**config.mk**
```make
export PLATFORM = sky130hd
export DESIGN_NAME = axis_width_bridge
export DESIGN_NICKNAME = d
export VERILOG_FILES = /design/src/rtl/axis_pkg.sv /design/src/rtl/axis_width_bridge.sv /design/src/rtl/axis_adapter.sv /design/src/rtl/axis_skid_reg.sv
export SDC_FILE = /design/constraint.sdc
export NUM_CORES = 1
export LEC_CHECK = 0
export ABC_AREA = 1
export BUFFER_PORTS_ARGS = -buffer_cell sky130_fd_sc_hd__buf_2
export CORE_MARGIN = 2
export CORE_UTILIZATION = 30
export CTS_BUF_LIST = sky130_fd_sc_hd__clkbuf_16
export DETAILED_ROUTE_END_ITERATION = 10
export PLACE_DENSITY_LB_ADDON = 0.12
export SETUP_SLACK_MARGIN = 0.2
export SLEW_MARGIN = 10
export SYNTH_ARGS = -nofsm -noshare
export SYNTH_HDL_FRONTEND = slang
export SYNTH_SLANG_ARGS = --single-unit
```
**constraint.sdc**
```tcl
create_clock -name clk -period 8 [get_ports clk]
set_input_delay 1.6 -clock clk [delete_from_list [all_inputs] [get_ports clk]]
set_output_delay 1.6 -clock clk [all_outputs]
set_load 0.1 [all_outputs]
```
**src/rtl/axis_pkg.sv**
```systemverilog
package axis_pkg;

  // Lane geometry of the two sides
  localparam int CORE_BYTES = 8;
  localparam int LINE_BYTES = 1;
  localparam int BYTE_W     = 8;

  typedef logic [BYTE_W-1:0] byte_t;

  // Core side, 64-bit packet core
  typedef logic [CORE_BYTES*BYTE_W-1:0] core_data_t;  // Lane 0 in the low byte
  typedef logic [CORE_BYTES-1:0]        core_keep_t;

  // Line side, one byte per beat
  typedef logic [LINE_BYTES*BYTE_W-1:0] line_data_t;
  typedef logic [LINE_BYTES-1:0]        line_keep_t;

  typedef struct packed {
    core_data_t data;
    core_keep_t keep;
    logic       last;
    logic       user;  // Frame error, valid with last
  } core_beat_t;

  typedef struct packed {
    line_data_t data;
    line_keep_t keep;
    logic       last;
    logic       user;  // Frame error, valid with last
  } line_beat_t;

  // Width adapter FSM
  typedef enum logic [1:0] {
    IDLE,
    GATHER,  // Collecting narrow beats
    EMIT     // Handing slices or the full beat to the output stage
  } adapt_state_t;

endpackage
```
**src/rtl/axis_width_bridge.sv**
```systemverilog
`timescale 1ns/100ps

module axis_width_bridge (
  input  logic                 clk,
  input  logic                 rst,
  input  axis_pkg::core_beat_t tx_in,
  input  logic                 tx_in_valid,
  output logic                 tx_in_ready,
  output axis_pkg::line_beat_t tx_out,
  output logic                 tx_out_valid,
  input  logic                 tx_out_ready,
  input  axis_pkg::line_beat_t rx_in,
  input  logic                 rx_in_valid,
  output logic                 rx_in_ready,
  output axis_pkg::core_beat_t rx_out,
  output logic                 rx_out_valid,
  input  logic                 rx_out_ready
);

  axis_pkg::line_data_t tx_out_data;
  axis_pkg::line_keep_t tx_out_keep;
  logic                 tx_out_last;
  logic                 tx_out_user;
  axis_pkg::core_data_t rx_out_data;
  axis_pkg::core_keep_t rx_out_keep;
  logic                 rx_out_last;
  logic                 rx_out_user;

  // Core to line, one byte per beat
  axis_adapter #(
    .IN_BYTES (axis_pkg::CORE_BYTES),
    .OUT_BYTES(axis_pkg::LINE_BYTES)
  ) tx_split (
    .clk      (clk),
    .rst      (rst),
    .in_data  (tx_in.data),
    .in_keep  (tx_in.keep),
    .in_last  (tx_in.last),
    .in_user  (tx_in.user),
    .in_valid (tx_in_valid),
    .in_ready (tx_in_ready),
    .out_data (tx_out_data),
    .out_keep (tx_out_keep),
    .out_last (tx_out_last),
    .out_user (tx_out_user),
    .out_valid(tx_out_valid),
    .out_ready(tx_out_ready)
  );

  // Line to core, low lane first
  axis_adapter #(
    .IN_BYTES (axis_pkg::LINE_BYTES),
    .OUT_BYTES(axis_pkg::CORE_BYTES)
  ) rx_gather (
    .clk      (clk),
    .rst      (rst),
    .in_data  (rx_in.data),
    .in_keep  (rx_in.keep),
    .in_last  (rx_in.last),
    .in_user  (rx_in.user),
    .in_valid (rx_in_valid),
    .in_ready (rx_in_ready),
    .out_data (rx_out_data),
    .out_keep (rx_out_keep),
    .out_last (rx_out_last),
    .out_user (rx_out_user),
    .out_valid(rx_out_valid),
    .out_ready(rx_out_ready)
  );

  assign tx_out = '{data: tx_out_data, keep: tx_out_keep, last: tx_out_last, user: tx_out_user};
  assign rx_out = '{data: rx_out_data, keep: rx_out_keep, last: rx_out_last, user: rx_out_user};

endmodule

```
**src/rtl/axis_adapter.sv**
```systemverilog
`timescale 1ns/100ps

module axis_adapter #(
  parameter int IN_BYTES  = 8,
  parameter int OUT_BYTES = 1
) (
  input  logic                                  clk,
  input  logic                                  rst,
  input  logic [IN_BYTES*axis_pkg::BYTE_W-1:0]  in_data,
  input  logic [IN_BYTES-1:0]                   in_keep,
  input  logic                                  in_last,
  input  logic                                  in_user,
  input  logic                                  in_valid,
  output logic                                  in_ready,
  output logic [OUT_BYTES*axis_pkg::BYTE_W-1:0] out_data,
  output logic [OUT_BYTES-1:0]                  out_keep,
  output logic                                  out_last,
  output logic                                  out_user,
  output logic                                  out_valid,
  input  logic                                  out_ready
);

  localparam int OUT_W      = OUT_BYTES * axis_pkg::BYTE_W;
  localparam bit EXPAND     = OUT_BYTES > IN_BYTES;
  localparam int WIDE_BYTES = EXPAND ? OUT_BYTES : IN_BYTES;
  localparam int SEG_BYTES  = EXPAND ? IN_BYTES : OUT_BYTES;  // Narrow side
  localparam int SEG        = WIDE_BYTES / SEG_BYTES;
  localparam int WIDE_W     = WIDE_BYTES * axis_pkg::BYTE_W;
  localparam int SEG_W      = SEG_BYTES * axis_pkg::BYTE_W;
  localparam int CNT_W      = $clog2(SEG + 1);

  typedef struct packed {
    logic [OUT_W-1:0]     data;
    logic [OUT_BYTES-1:0] keep;
    logic                 last;
    logic                 user;
  } out_beat_t;

  axis_pkg::adapt_state_t state;
  axis_pkg::adapt_state_t state_next;
  logic [CNT_W-1:0]       cnt;  // Slice index
  logic [CNT_W-1:0]       cnt_next;
  logic [WIDE_W-1:0]      temp_data;
  logic [WIDE_W-1:0]      temp_data_next;
  logic [WIDE_BYTES-1:0]  temp_keep;
  logic [WIDE_BYTES-1:0]  temp_keep_next;
  logic                   temp_last;
  logic                   temp_last_next;
  logic                   temp_user;
  logic                   temp_user_next;
  logic                   in_ready_next;
  logic                   in_xfer;
  logic                   ready_early;
  logic                   ready_int;  // Output stage ready, one cycle late
  logic                   load_first;
  logic                   last_seg;
  logic [SEG_W-1:0]       in_seg_data;
  logic [SEG_BYTES-1:0]   in_seg_keep;
  logic [SEG_W-1:0]       seg_data;
  logic [SEG_BYTES-1:0]   seg_keep;
  logic [SEG_BYTES-1:0]   next_keep;
  out_beat_t              beat;
  logic                   beat_valid;
  out_beat_t              skid_out;

  assign in_xfer = in_valid & in_ready;

  // Narrow view of the input when gathering
  assign in_seg_data = in_data[SEG_W-1:0];
  assign in_seg_keep = in_keep[SEG_BYTES-1:0];

  // Current and following slice of the held wide beat
  assign seg_data  = SEG_W'(temp_data >> (SEG_W * cnt));
  assign seg_keep  = SEG_BYTES'(temp_keep >> (SEG_BYTES * cnt));
  assign next_keep = SEG_BYTES'(temp_keep >> (SEG_BYTES * (cnt + 1)));

  // Top slice, partial slice, or nothing left after it
  assign last_seg = (cnt == CNT_W'(SEG - 1)) || (seg_keep != '1) || (next_keep == '0);

  always_comb begin
    state_next = state;
    cnt_next = cnt;
    temp_data_next = temp_data;
    temp_keep_next = temp_keep;
    temp_last_next = temp_last;
    temp_user_next = temp_user;
    in_ready_next = 1'b0;
    load_first = 1'b0;
    beat = '0;
    beat_valid = 1'b0;
    case (state)
      axis_pkg::IDLE: begin
        if (SEG == 1) begin
          in_ready_next = ready_early;  // Same width, straight through
          beat.data = OUT_W'(in_data);
          beat.keep = OUT_BYTES'(in_keep);
          beat.last = in_last;
          beat.user = in_user;
          beat_valid = in_valid;
        end else if (EXPAND) begin
          in_ready_next = 1'b1;
          load_first = in_xfer;
        end else begin
          in_ready_next = 1'b1;
          if (in_xfer) begin
            temp_data_next = WIDE_W'(in_data);
            temp_keep_next = WIDE_BYTES'(in_keep);
            temp_last_next = in_last;
            temp_user_next = in_user;
            cnt_next = '0;
            in_ready_next = 1'b0;
            state_next = axis_pkg::EMIT;
          end
        end
      end
      axis_pkg::GATHER: begin
        in_ready_next = 1'b1;
        if (in_xfer) begin
          temp_data_next[cnt*SEG_W +: SEG_W] = in_seg_data;
          temp_keep_next[cnt*SEG_BYTES +: SEG_BYTES] = in_seg_keep;
          temp_last_next = in_last;
          temp_user_next = in_user;
          cnt_next = cnt + 1'b1;
          if (cnt == CNT_W'(SEG - 1) || in_last) begin
            in_ready_next = ready_early;
            state_next = axis_pkg::EMIT;
          end
        end
      end
      axis_pkg::EMIT: begin
        beat_valid = 1'b1;
        if (EXPAND) begin
          beat.data = OUT_W'(temp_data);
          beat.keep = OUT_BYTES'(temp_keep);
          beat.last = temp_last;
          beat.user = temp_user;
          in_ready_next = ready_early;
          if (ready_int) begin
            if (in_xfer) begin
              load_first = 1'b1;  // Next gather overlaps this emission
            end else begin
              in_ready_next = 1'b1;
              state_next = axis_pkg::IDLE;
            end
          end
        end else begin
          beat.data = OUT_W'(seg_data);
          beat.keep = OUT_BYTES'(seg_keep);
          beat.last = temp_last & last_seg;
          beat.user = temp_user & last_seg;
          if (ready_int) begin
            cnt_next = cnt + 1'b1;
            if (last_seg) begin
              in_ready_next = 1'b1;
              state_next = axis_pkg::IDLE;
            end
          end
        end
      end
      default: begin
        state_next = axis_pkg::IDLE;
      end
    endcase

    // First narrow beat of a new wide beat, upper lanes cleared
    if (load_first) begin
      temp_data_next = WIDE_W'(in_seg_data);
      temp_keep_next = WIDE_BYTES'(in_seg_keep);
      temp_last_next = in_last;
      temp_user_next = in_user;
      cnt_next = CNT_W'(1);
      if (in_last) begin
        in_ready_next = ready_early;
        state_next = axis_pkg::EMIT;
      end else begin
        in_ready_next = 1'b1;
        state_next = axis_pkg::GATHER;
      end
    end
  end

  always_ff @(posedge clk) begin
    if (rst) begin
      state <= axis_pkg::IDLE;
      cnt <= '0;
      in_ready <= 1'b0;
      ready_int <= 1'b0;
    end else begin
      state <= state_next;
      cnt <= cnt_next;
      in_ready <= in_ready_next;
      ready_int <= ready_early;
    end
  end

  always_ff @(posedge clk) begin
    temp_data <= temp_data_next;
    temp_keep <= temp_keep_next;
    temp_last <= temp_last_next;
    temp_user <= temp_user_next;
  end

  axis_skid_reg #(
    .WIDTH($bits(out_beat_t))
  ) out_skid (
    .clk           (clk),
    .rst           (rst),
    .in_data       (beat),
    .in_valid      (beat_valid),
    .in_ready_early(ready_early),
    .out_data      (skid_out),
    .out_valid     (out_valid),
    .out_ready     (out_ready)
  );

  assign out_data = skid_out.data;
  assign out_keep = skid_out.keep;
  assign out_last = skid_out.last;
  assign out_user = skid_out.user;

endmodule

```
**src/rtl/axis_skid_reg.sv**
```systemverilog
`timescale 1ns/100ps

module axis_skid_reg #(
  parameter int WIDTH = 8
) (
  input  logic             clk,
  input  logic             rst,
  input  logic [WIDTH-1:0] in_data,
  input  logic             in_valid,
  output logic             in_ready_early,
  output logic [WIDTH-1:0] out_data,
  output logic             out_valid,
  input  logic             out_ready
);

  logic             in_ready;  // Registered copy of in_ready_early
  logic [WIDTH-1:0] temp_data;
  logic             temp_valid;
  logic             out_valid_next;
  logic             temp_valid_next;
  logic             load_out_from_in;
  logic             load_out_from_temp;
  logic             load_temp;

  // Only refuse when a stalled output and a pending input could fill both entries
  assign in_ready_early = out_ready | (~temp_valid & (~out_valid | ~in_valid));

  always_comb begin
    out_valid_next = out_valid;
    temp_valid_next = temp_valid;
    load_out_from_in = 1'b0;
    load_out_from_temp = 1'b0;
    load_temp = 1'b0;
    if (in_ready) begin
      if (out_ready || !out_valid) begin
        out_valid_next = in_valid;
        load_out_from_in = 1'b1;
      end else begin
        temp_valid_next = in_valid;  // Output stalled, park the beat
        load_temp = 1'b1;
      end
    end else if (out_ready) begin
      out_valid_next = temp_valid;
      temp_valid_next = 1'b0;
      load_out_from_temp = 1'b1;
    end
  end

  always_ff @(posedge clk) begin
    if (rst) begin
      in_ready <= 1'b0;
      out_valid <= 1'b0;
      temp_valid <= 1'b0;
    end else begin
      in_ready <= in_ready_early;
      out_valid <= out_valid_next;
      temp_valid <= temp_valid_next;
    end
  end

  always_ff @(posedge clk) begin
    if (load_out_from_in) begin
      out_data <= in_data;
    end else if (load_out_from_temp) begin
      out_data <= temp_data;
    end
    if (load_temp) begin
      temp_data <= in_data;
    end
  end

endmodule

```
==> flow_summary.json <==
{
  "critical_path_required_ns": 8.17,
  "finalSetupViolations": 0,
  "max_cap_violations": 0,
  "yosysMostFrequentCell": "edfxtp_1",
  "ys_ff_latch": 337,
  "die_y_um": 218,
  "drive_gt1_frac": 0.242,
  "critPathLaunchType": "primary input",
  "max_freq_mhz": 261,
  "hold_class": "register to register",
  "dieArea_um2": 47300,
  "rrSetupSlack_ns": 4.20,
  "viasPerCell": 4.44,
  "fin_nets": 1443,
  "rsz0062_at_grt": "no",
  "cp_max_fo": 45,
  "final_area_um2": 16400,
  "utilization": 0.362,
  "power_frac_comb": 0.118,
  "grt_max_degree": 56,
  "antenna_found_initial": 1,
  "pwr-share-seq": 0.467,
  "post_dp_cell_area_um2": 15100,
  "gp_congestion": 0.832,
  "min_period_over_period": 0.478,
  "diodes": 0,
  "ios": 180,
  "cts_max_level": 2,
  "cts_made_buffers": 40,
  "drv_slew": 0,
  "drt-initial-drc-count": 457,
  "p_sw_mw": 1.14,
  "io_buffers": 179,
  "p_int_mw": 3.09,
  "async_flop_share": 0,
  "synth_nets": 1271,
  "preCtsSetupSlack_ns": 3.53,
  "path_clk_slew_ns": 0.06,
  "synth_common_cells": "255 x edfxtp_1, 156 x nor2_1, 140 x inv_1",
  "route.detailed.drc": 0,
  "hold_viol_final": 0,
  "drt_wl_total_mm": 33.0,
  "syn_inst": 1173,
  "worst_slew_pin_slew_ns": 1.01,
  "fin_crit_ns": 3.82,
  "critPathKind": "primary input to register",
  "core-area_um2": 45200,
  "ctsLongestPathBuffers": 3,
  "outcome": "finished clean",
  "power.leakage_nw": 6.21,
  "cellPowerDensity_nw_per_um2": 259,
  "post-cts-setup-buffer-count": 0,
  "worstSetupEndpointType": "register",
  "cts_root_buf": "clkbuf_16",
  "die_x_um": 218,
  "synthesis.area_um2": 13700,
  "seq_area_frac_synth": 0.680,
  "synth_edf_count": 255,
  "p_sw_frac": 0.269,
  "grt_pass1_vias": 8854,
  "cts_hold_buf": 0,
  "slew_headroom": 0.324,
  "cts_tree": "yes",
  "wl_per_cell_um": 16.7,
  "critPathArrivalTime_ns": 4.00,
  "ant_nets": 0,
  "grt_usage": 0.141,
  "post_cts_resized": 0,
  "yosys.area.top_type": "edfxtp_1",
  "hpwl_mm": 22.5,
  "yosys_warnings": 0,
  "fp-row-count": 78,
  "grt_pass1_wl_mm": 51.3,
  "synthFlopType": "edfxtp_1",
  "pwr-share-clk": 0.415,
  "synth.area.top_cells": "edfxtp_1 56%, dfxtp_1 12%, mux2_2 6.1%",
  "setup_slack_ns": 4.18,
  "cts_sinks": 337,
  "ir_drop_mv": 0.145,
  "fin_skew_ns": 0.00897,
  "synth_cell_types": 41,
  "clk_latency_ns": 0.54,
  "tns_ns": 0,
  "postSynthAreaPerCell_um2": 11.7,
  "vias": 8772,
  "overflow": 0,
  "area_delta_synth_final_pct": 19.6,
  "drt_pre_antenna_iters": 4,
  "yosys.area.top_type_share": 0.560,
  "start_util": 0.303
}
## power groups by stage
stage | clock network (mW) | registers, mW | logic (mW)
floorplan | 0 | 2.24 | 0.164
global placement | 0 | 2.01 | 0.503
detailed placement | 0 | 2.01 | 0.505
CTS | 1.82 | 1.98 | 0.506
global route | 1.89 | 1.98 | 0.531
finish | 1.76 | 1.97 | 0.498
## path summary, 6_finish.rpt
check                                        startpoint  depth (start not counted)                              end
worst max-delay path                       rx_out_ready                          8  rx_gather.out_skid.out_data[17]
worst min-delay path            rx_gather.temp_data[13]                          2          rx_gather.temp_data[13]
worst max register to register         rx_gather.cnt[0]                          6          rx_gather.temp_data[14]
worst min register to register  rx_gather.temp_data[13]                          2          rx_gather.temp_data[13]
## cell type report
cell class	instances	area, um2
Fill cell	4484	28800
Sequential cell	337	9300
Multi-Input combinational cell	633	3550
Clock buffer	41	1030
Timing Repair Buffer	184	933
Tap cell	600	751
Inverter	149	561
Clock inverter	30	238
## cells in the final DEF, fill, tap and decap left out, types with 7 or more instances in the layout
master     instances
edfxtp_1         255
buf_2            179
nor2_1           154
inv_1            146
nand2_1          137
dfxtp_1           82
mux2_2            74
o21ai_0           66
a21oi_1           65
clkbuf_16         41
nand3_1           30
nand4_1           20
clkinv_1          14
nor3_1            14
nor4_1            10
a211oi_1           9
inv_2              7
ha_1               7
## kinds of logic (layout without fill, tap and decap cells)
family | Yosys count | in the layout | share of synthesized area
AOI/OAI and AO/OA | 164 | 164 | 0.0658
xor gates and xnor gates | 1 | 1 | 0.00201
adders and majority gates | 7 | 7 | 0.00640
buffers and inverters | 203 | 404 | 0.0619
DFF | 337 | 337 | 0.680
muxes | 74 | 74 | 0.0609
and+or+nand+nor | 387 | 387 | 0.123
## per-layer routing
| layer | vias up | GRT usage | share of wire |
|---|---|---|---|
| met2 | 205 | 0.234 | 0.47 |
| met5 | - | 0 | 0 |
| met3 | 46 | 0.0360 | 0.060 |
| li1 | 4360 | - | - |
| met4 | 0 | 0.0493 | 0.023 |
| met1 | 4161 | 0.178 | 0.44 |
## through the flow
step	std cells	total power, mW	hold slack (ns)
floorplan	1173	2.40	0.430
finish	1974	4.23	0.455
CTS	1974	4.31	0.460
global route	1974	4.40	0.470
detailed placement	1903	2.52	0.450
global placement	1903	2.52	0.447
## registers in the layout (all words and copies together), names as in the netlist, 2 cells and up
register	cells
rx_gather.out_skid.temp_data	74
tx_split.out_skid.out_data	11
rx_gather.temp_keep	8
rx_gather.temp_data	64
tx_split.temp_data	64
tx_split.temp_keep	8
tx_split.cnt	4
rx_gather.cnt	4
tx_split.out_skid.temp_data	11
rx_gather.state	2
rx_gather.out_skid.out_data	74
## worst max-delay path, cell delays in order
cell	delay, ns
buf_2	0.11
inv_1	0.04
nand2_1	0.17
inv_1	0.12
nor2_4	0.72
a21oi_1	0.13
clkinv_2	0.47
buf_4	0.61
(Power assumes the default switching activity.)
